--- src/unpack_pkg.sv ---
package unpack_pkg;

   // data path
   localparam int unsigned IN_W  = 32;
   localparam int unsigned OUT_W = 16;   // also the widest legal field
   localparam int unsigned WID_W = 5;    // 1..16 legal
   localparam int unsigned ACC_W = 6;    // holds 0..IN_W

   // fifo depths
   localparam int unsigned IN_DEPTH  = 4;
   localparam int unsigned OUT_DEPTH = 8;

   // configuration port
   localparam int unsigned CNT_W      = 16;
   localparam int unsigned CFG_DATA_W = 16;
   localparam int unsigned ADDR_W     = 2;

   // width after reset
   localparam logic [WID_W-1:0] WIDTH_RST = 5'd8;

   // register map
   localparam logic [ADDR_W-1:0] ADDR_WIDTH  = 2'd0;   // rw
   localparam logic [ADDR_W-1:0] ADDR_STATUS = 2'd1;   // write clears error
   localparam logic [ADDR_W-1:0] ADDR_COUNT  = 2'd2;   // ro, wraps

   // fifo payloads
   typedef logic [IN_W-1:0]  in_word_t;
   typedef logic [OUT_W-1:0] out_field_t;

endpackage

--- src/unpack_fifo.sv ---
module unpack_fifo #(
   parameter type         payload_t = logic [7:0],
   parameter int unsigned DEPTH     = 4
) (
   input  logic     clk_i,
   input  logic     arst_n_i,

   input  logic     wr_i,
   input  payload_t wdata_i,
   output logic     full_o,

   input  logic     rd_i,
   output payload_t rdata_o,
   output logic     empty_o
);

   payload_t                   mem [DEPTH];
   logic [$clog2(DEPTH)-1:0]   wr_ptr_q;
   logic [$clog2(DEPTH)-1:0]   rd_ptr_q;
   logic [$clog2(DEPTH+1)-1:0] count_q;

   logic do_wr;
   logic do_rd;

   assign full_o  = (count_q == DEPTH);
   assign empty_o = (count_q == '0);

   // strobes against the wrong level are dropped here
   assign do_wr = wr_i && !full_o;
   assign do_rd = rd_i && !empty_o;

   assign rdata_o = mem[rd_ptr_q];   // head shows without a read

   always_ff @(posedge clk_i) begin
      if (do_wr) begin
         mem[wr_ptr_q] <= wdata_i;
      end
   end

   always_ff @(posedge clk_i or negedge arst_n_i) begin
      if (!arst_n_i) begin
         wr_ptr_q <= '0;
      end else if (do_wr) begin
         wr_ptr_q <= (wr_ptr_q == DEPTH-1) ? '0 : wr_ptr_q + 1'b1;
      end
   end

   always_ff @(posedge clk_i or negedge arst_n_i) begin
      if (!arst_n_i) begin
         rd_ptr_q <= '0;
      end else if (do_rd) begin
         rd_ptr_q <= (rd_ptr_q == DEPTH-1) ? '0 : rd_ptr_q + 1'b1;
      end
   end

   // occupancy
   always_ff @(posedge clk_i or negedge arst_n_i) begin
      if (!arst_n_i) begin
         count_q <= '0;
      end else begin
         case ({do_wr, do_rd})
            2'b10:   count_q <= count_q + 1'b1;
            2'b01:   count_q <= count_q - 1'b1;
            default: count_q <= count_q;   // idle or both
         endcase
      end
   end

endmodule

--- src/unpack_cfg_regs.sv ---
module unpack_cfg_regs (
   input  logic                               clk_i,
   input  logic                               arst_n_i,

   input  logic                               cfg_we_i,
   input  logic [unpack_pkg::ADDR_W-1:0]      cfg_addr_i,
   input  logic [unpack_pkg::CFG_DATA_W-1:0]  cfg_wdata_i,
   output logic [unpack_pkg::CFG_DATA_W-1:0]  cfg_rdata_o,

   input  logic                               field_stb_i,
   output logic [unpack_pkg::WID_W-1:0]       width_o,
   output logic                               err_o
);

   logic [unpack_pkg::WID_W-1:0] width_q;
   logic                         err_q;
   logic [unpack_pkg::CNT_W-1:0] cnt_q;

   logic wr_width;
   logic width_bad;

   assign wr_width  = cfg_we_i && (cfg_addr_i == unpack_pkg::ADDR_WIDTH);
   assign width_bad = (cfg_wdata_i == '0) || (cfg_wdata_i > unpack_pkg::OUT_W);

   always_ff @(posedge clk_i or negedge arst_n_i) begin
      if (!arst_n_i) begin
         width_q <= unpack_pkg::WIDTH_RST;
      end else if (wr_width && !width_bad) begin
         width_q <= cfg_wdata_i[unpack_pkg::WID_W-1:0];
      end
   end

   // sticky until cleared through the status address
   always_ff @(posedge clk_i or negedge arst_n_i) begin
      if (!arst_n_i) begin
         err_q <= 1'b0;
      end else if (wr_width && width_bad) begin
         err_q <= 1'b1;
      end else if (cfg_we_i && (cfg_addr_i == unpack_pkg::ADDR_STATUS)) begin
         err_q <= 1'b0;
      end
   end

   always_ff @(posedge clk_i or negedge arst_n_i) begin
      if (!arst_n_i) begin
         cnt_q <= '0;
      end else if (field_stb_i) begin
         cnt_q <= cnt_q + 1'b1;   // wraps
      end
   end

   always_comb begin
      cfg_rdata_o = '0;
      case (cfg_addr_i)
         unpack_pkg::ADDR_WIDTH:  cfg_rdata_o[unpack_pkg::WID_W-1:0] = width_q;
         unpack_pkg::ADDR_STATUS: cfg_rdata_o[0] = err_q;
         unpack_pkg::ADDR_COUNT:  cfg_rdata_o[unpack_pkg::CNT_W-1:0] = cnt_q;
         default:                 cfg_rdata_o = '0;
      endcase
   end

   assign width_o = width_q;
   assign err_o   = err_q;

endmodule

--- src/bit_unpacker.sv ---
module bit_unpacker (
   input  logic                          clk_i,
   input  logic                          arst_n_i,

   input  logic [unpack_pkg::WID_W-1:0]  width_i,

   // input fifo, first word fall through
   input  unpack_pkg::in_word_t          src_data_i,
   input  logic                          src_empty_i,
   output logic                          src_rd_o,

   // output fifo
   output unpack_pkg::out_field_t        dst_data_o,
   output logic                          dst_wr_o,
   input  logic                          dst_full_i
);

   typedef enum logic {
      ST_IDLE,
      ST_LOADED
   } state_t;

   state_t                        state_q;
   state_t                        state_d;

   // word register, current field always sits at the top
   unpack_pkg::in_word_t          word_q;
   unpack_pkg::in_word_t          word_d;

   // width latched with the word
   logic [unpack_pkg::WID_W-1:0]  wid_q;
   logic [unpack_pkg::WID_W-1:0]  wid_d;

   // bits used up to the end of the current field
   logic [unpack_pkg::ACC_W-1:0]  acc_q;
   logic [unpack_pkg::ACC_W-1:0]  acc_d;

   logic [unpack_pkg::ACC_W:0]    acc_sum;
   logic                          next_fits;
   unpack_pkg::in_word_t          word_aligned;
   logic                          load;

   // would one more field still end inside the word
   assign acc_sum   = acc_q + wid_q;
   assign next_fits = (acc_sum <= unpack_pkg::IN_W);

   // top wid_q bits moved down to bit 0
   assign word_aligned = word_q >> (unpack_pkg::IN_W - wid_q);
   assign dst_data_o   = word_aligned[unpack_pkg::OUT_W-1:0];

   always_comb begin
      state_d  = state_q;
      word_d   = word_q;
      wid_d    = wid_q;
      acc_d    = acc_q;
      src_rd_o = 1'b0;
      dst_wr_o = 1'b0;
      load     = 1'b0;

      case (state_q)
         ST_IDLE: begin
            if (!src_empty_i) begin
               load = 1'b1;
            end
         end
         ST_LOADED: begin
            // a full output fifo freezes word and position
            if (!dst_full_i) begin
               dst_wr_o = 1'b1;
               if (next_fits) begin
                  word_d = word_q << wid_q;
                  acc_d  = acc_sum[unpack_pkg::ACC_W-1:0];
               end else if (!src_empty_i) begin
                  load = 1'b1;         // last field, next word already waiting
               end else begin
                  state_d = ST_IDLE;   // leftover low bits dropped
               end
            end
         end
      endcase

      // take the fifo head together with the width in force now
      if (load) begin
         src_rd_o = 1'b1;
         state_d  = ST_LOADED;
         word_d   = src_data_i;
         wid_d    = width_i;
         acc_d    = {1'b0, width_i};   // first field ends at width
      end
   end

   always_ff @(posedge clk_i or negedge arst_n_i) begin
      if (!arst_n_i) begin
         state_q <= ST_IDLE;
         wid_q   <= '0;
         acc_q   <= '0;
      end else begin
         state_q <= state_d;
         wid_q   <= wid_d;
         acc_q   <= acc_d;
      end
   end

   always_ff @(posedge clk_i) begin
      word_q <= word_d;
   end

endmodule

--- src/unpack_top.sv ---
module unpack_top (
   input  logic                               clk_i,
   input  logic                               arst_n_i,

   // word input
   input  logic                               in_push_i,
   input  unpack_pkg::in_word_t               in_data_i,
   output logic                               in_full_o,

   // field output
   input  logic                               out_pop_i,
   output unpack_pkg::out_field_t             out_data_o,
   output logic                               out_empty_o,

   // configuration
   input  logic                               cfg_we_i,
   input  logic [unpack_pkg::ADDR_W-1:0]      cfg_addr_i,
   input  logic [unpack_pkg::CFG_DATA_W-1:0]  cfg_wdata_i,
   output logic [unpack_pkg::CFG_DATA_W-1:0]  cfg_rdata_o,
   output logic                               cfg_err_o
);

   unpack_pkg::in_word_t         src_data;
   logic                         src_empty;
   logic                         src_rd;

   unpack_pkg::out_field_t       dst_data;
   logic                         dst_wr;   // doubles as field strobe
   logic                         dst_full;

   logic [unpack_pkg::WID_W-1:0] width;

   unpack_fifo #(
      .payload_t(unpack_pkg::in_word_t),
      .DEPTH    (unpack_pkg::IN_DEPTH)
   ) u_in_fifo (
      .clk_i   (clk_i),
      .arst_n_i(arst_n_i),
      .wr_i    (in_push_i),
      .wdata_i (in_data_i),
      .full_o  (in_full_o),
      .rd_i    (src_rd),
      .rdata_o (src_data),
      .empty_o (src_empty)
   );

   bit_unpacker u_unpacker (
      .clk_i      (clk_i),
      .arst_n_i   (arst_n_i),
      .width_i    (width),
      .src_data_i (src_data),
      .src_empty_i(src_empty),
      .src_rd_o   (src_rd),
      .dst_data_o (dst_data),
      .dst_wr_o   (dst_wr),
      .dst_full_i (dst_full)
   );

   unpack_fifo #(
      .payload_t(unpack_pkg::out_field_t),
      .DEPTH    (unpack_pkg::OUT_DEPTH)
   ) u_out_fifo (
      .clk_i   (clk_i),
      .arst_n_i(arst_n_i),
      .wr_i    (dst_wr),
      .wdata_i (dst_data),
      .full_o  (dst_full),
      .rd_i    (out_pop_i),
      .rdata_o (out_data_o),
      .empty_o (out_empty_o)
   );

   unpack_cfg_regs u_cfg_regs (
      .clk_i      (clk_i),
      .arst_n_i   (arst_n_i),
      .cfg_we_i   (cfg_we_i),
      .cfg_addr_i (cfg_addr_i),
      .cfg_wdata_i(cfg_wdata_i),
      .cfg_rdata_o(cfg_rdata_o),
      .field_stb_i(dst_wr),
      .width_o    (width),
      .err_o      (cfg_err_o)
   );

endmodule

--- config.mk ---
export PLATFORM = sky130hd
export DESIGN_NAME = unpack_top
export DESIGN_NICKNAME = d
export VERILOG_FILES = /design/src/unpack_pkg.sv /design/src/unpack_fifo.sv /design/src/unpack_cfg_regs.sv /design/src/bit_unpacker.sv /design/src/unpack_top.sv
export SDC_FILE = /design/constraint.sdc
export NUM_CORES = 1
export LEC_CHECK = 0
export BUFFER_PORTS_ARGS = -buffer_cell sky130_fd_sc_hd__buf_4
export CORE_MARGIN = 2
export CORE_UTILIZATION = 65
export CTS_BUF_LIST = sky130_fd_sc_hd__clkbuf_8
export CTS_CLUSTER_DIAMETER = 30
export CTS_CLUSTER_SIZE = 30
export DETAILED_ROUTE_END_ITERATION = 7
export PLACE_DENSITY = 0.92
export RECOVER_POWER = 25
export SLEW_MARGIN = 40
export SYNTH_ARGS = -nofsm -noshare
export SYNTH_HDL_FRONTEND = slang
export SYNTH_SLANG_ARGS = --single-unit
--- constraint.sdc ---
create_clock -name clk_i -period 7 [get_ports clk_i]
set_input_delay 1.4 -clock clk_i [delete_from_list [all_inputs] [get_ports clk_i]]
set_output_delay 1.4 -clock clk_i [all_outputs]
set_load 0.05 [all_outputs]
==> flow_summary.json <==
{
  "clock_pin_slew_reported_for_the_worst_setup_and_hold_paths_after_clock_tree_synthesis_ns": 0.08,
  "worst_ep_required_time_ns": 7.51,
  "finClkSkew_ns": 0.0228,
  "post-cts-setup-buffer-count": 0,
  "critPathKind": "reg2reg",
  "residual_drc_count": 0,
  "count_of_flip_flops_with_a_built_in_enable_after_synthesis": 288,
  "power.static_leakage_uw": 0.00667,
  "rsz0062_at_grt": "false",
  "status": "finished, violations left",
  "drtIter0Drc": 1038,
  "number_of_distinct_library_cell_variants_in_the_gate_level_netlist_after_synthesis": 66,
  "clk-insertion-delay-late_ns": 0.60,
  "worst_ir_drop_vdd_mv": 0.386,
  "maxCapViolCount": 1,
  "placed_cell_area_mm2": 0.0179,
  "hold_violations": 0,
  "maxSlewHeadroom": -0.829,
  "fraction_of_the_yosys_area_taken_by_sequential_cells": 0.589,
  "design.portCount": 90,
  "cp.arrival_ns": 4.63,
  "final_core_util": 0.755,
  "floorplan.rows": 58,
  "synth_area_mm2": 0.0169,
  "die-height_um": 165,
  "stdcell_area_mm2": 0.0191,
  "postSynthAreaPerCell_um2": 15.5,
  "leading_cell_types_in_the_layout_fill_and_taps_excluded": "288 x edfxtp_1, 113 x mux4_2, 90 x nand2_1, 75 x mux2i_1, 73 x buf_4",
  "grt-ovfl-total": 0,
  "post_cts.resized_instances": 0,
  "power_density_mw_per_mm2": 454,
  "synth_area_leader": "edfxtp_1",
  "die_area_mm2": 0.0272,
  "numCtsBuffers": 54,
  "post-route-min-period_ns": 4.12,
  "synthesis.nets": 1166,
  "grt_first_pass_wirelength_um": 57000,
  "totalPowerFinal_uw": 8670,
  "grt_start_max_net_pins": 68,
  "synth_top_flop_cell": "edfxtp_1",
  "initial_core_util": 0.666,
  "wirelength_um": 36700,
  "cp-start-kind": "register",
  "fin_nets": 1269,
  "placeableCoreArea_mm2": 0.0253,
  "clock_tree.buffer_depth": 3,
  "synthCells": 1088,
  "dp.final_hpwl_um": 23700,
  "die-width_um": 165,
  "grtUsageTotal": 0.275,
  "drtPass1Iterations": 6,
  "ant_nets": 0,
  "synth.area.top_cells": "edfxtp_1 51%, mux4_2 15%, dfrtp_1 7.4%",
  "post-synth-top-area-fraction": 0.513,
  "tritoncts": "done",
  "finalSetupViolCount": 0,
  "cts.hold.buffers_added": 0,
  "final_common_cell": "edfxtp_1",
  "clock_tree.root_cell": "clkbuf_8",
  "via_count": 10300,
  "fmax_mhz": 243,
  "area.growth.synth_to_final_pct": 13.3,
  "cts.htree.levels": 2,
  "number_of_max_slew_violations_in_the_final_report": 52,
  "setup_tns_ns": 0,
  "via_count_of_the_first_global_routing_pass": 10400,
  "postSynth.asyncResetShare": 0.150,
  "synth_warn": 0,
  "yosys_reg_bits": 339,
  "drive_gt1_frac": 0.310,
  "failed_checks": "capacitance limit, slew limit",
  "io_buffer_count": 89,
  "hold_path_class": "reg2reg",
  "crit_path_end_kind": "register",
  "place.gp.congestion": 0.956,
  "routedWlPerCell_um": 23.4,
  "critical_path_peak_fanout": 67,
  "drt-vias-per-instance": 6.54,
  "cts_num_sinks": 339,
  "grt_antenna_before_repair": 1,
  "fin_crit_sh": 0.588,
  "max_slew.worst_pin.slew_ns": 2.74,
  "nFillCells": 1438,
  "timing.reg2reg.setup_slack_ns": 2.88,
  "antenna_cells": 0
}
[cell type report]
| cell class | instances | area [um2] | area share |
|---|---|---|---|
| inverters | 24 | 90.1 | 0.00471 |
| repair buffers | 111 | 748 | 0.0391 |
| multi-input cells | 661 | 6600 | 0.345 |
| flip-flops and latches | 339 | 9940 | 0.520 |
| clock buffers | 55 | 757 | 0.0396 |
| well taps | 330 | 413 | 0.0216 |
| clock inverters | 47 | 571 | 0.0299 |
[synth_stat cells (4+ instances only)]
library cell / instances
inv_1: 19
mux2i_1: 75
nor3_1: 17
a21o_1: 9
o21ai_0: 30
nand2_1: 90
mux2_1: 5
a21oi_1: 23
mux2_2: 60
buf_6: 6
ha_1: 20
nand3_1: 16
nor2_1: 60
and3_1: 7
xnor2_1: 20
nand2b_1: 6
buf_2: 15
edfxtp_1: 288
o211ai_1: 5
buf_1: 4
a31oi_1: 5
xor2_1: 10
mux4_2: 113
dfrtp_1: 50
nor2b_1: 5
nor4_1: 5
o221ai_1: 5
buf_4: 8
clkbuf_1: 31
and2_1: 20
[layer usage]
metal | GRT usage | part of all wire | vias to the layer above
met3 | 0.0410 | 0.070 | 87
li1 | - | - | 4500
met1 | 0.367 | 0.38 | 5160
met5 | 0 | 0 | -
met4 | 0.0988 | 0.033 | 0
met2 | 0.469 | 0.51 | 505
[power by group]
| group | switching (uW) | internal (uW) |
|---|---|---|
| combinational | 1770 | 1390 |
| clock | 965 | 1020 |
| sequential | 529 | 3000 |
[critical path: stages, from the launching register on]
cell and delay, ns:
dfrtp_2 0.35, buf_6 0.52, ha_1 0.31, fa_1 0.21, nand3_1 0.13, nand2_2 0.12, mux2_4 0.31, a32o_1 0.30
a21oi_4 0.16, buf_4 0.49, ha_1 0.28, inv_1 0.06, fa_1 0.38, xor2_1 0.15, nor2_1 0.11, xor2_1 0.15
[cell families (layout without fill, tap and decap cells)]
logic type               Yosys count  after routing  share of synthesized area
adder cells (fa/ha/maj)           23             23                     0.0184
buffers and inverters             88            237                     0.0252
flip-flops                       339            339                      0.589
XOR/XNOR                          32             32                     0.0182
multiplexers                     254            254                      0.240
AND/OR/NAND/NOR                  241            241                     0.0661
AO/OA/AOI/OAI                    111            111                     0.0438
[sequential cells by signal (all words and copies together) (netlist names), 4 cells and up]
register / cells
u_unpacker.word_q: 32
u_unpacker.wid_q: 5
u_in_fifo.mem: 128
u_out_fifo.count_q: 4
u_cfg_regs.width_o: 5
u_unpacker.acc_q: 6
u_out_fifo.mem: 128
u_cfg_regs.cnt_q: 16
[path summary, 6_finish.rpt]
| check | start | end | cells past startpoint |
|---|---|---|---|
| max | u_unpacker.wid_q[0] | u_in_fifo.count_q[2] | 15 |
| min | u_cfg_regs.cnt_q[15] | u_cfg_regs.cnt_q[15] | 1 |
| max reg2reg | u_unpacker.wid_q[0] | u_in_fifo.count_q[2] | 15 |
| min reg2reg | u_cfg_regs.cnt_q[15] | u_cfg_regs.cnt_q[15] | 1 |
| max in group asynchronous | arst_n_i | u_out_fifo.rd_ptr_q[0] | 1 |
| min in group asynchronous | arst_n_i | u_in_fifo.rd_ptr_q[0] | 1 |
[stage by stage]
step	worst slack (ns)	instances	hold slack [ns]
after floorplan	2.75	1088	0.437
after global placement	2.77	1461	0.455
after detailed placement	2.83	1464	0.458
after CTS	2.84	1566	0.469
after global routing	2.58	1567	0.484
final	2.88	1567	0.471
No activity file was read; power rests on OpenSTA's default activity.
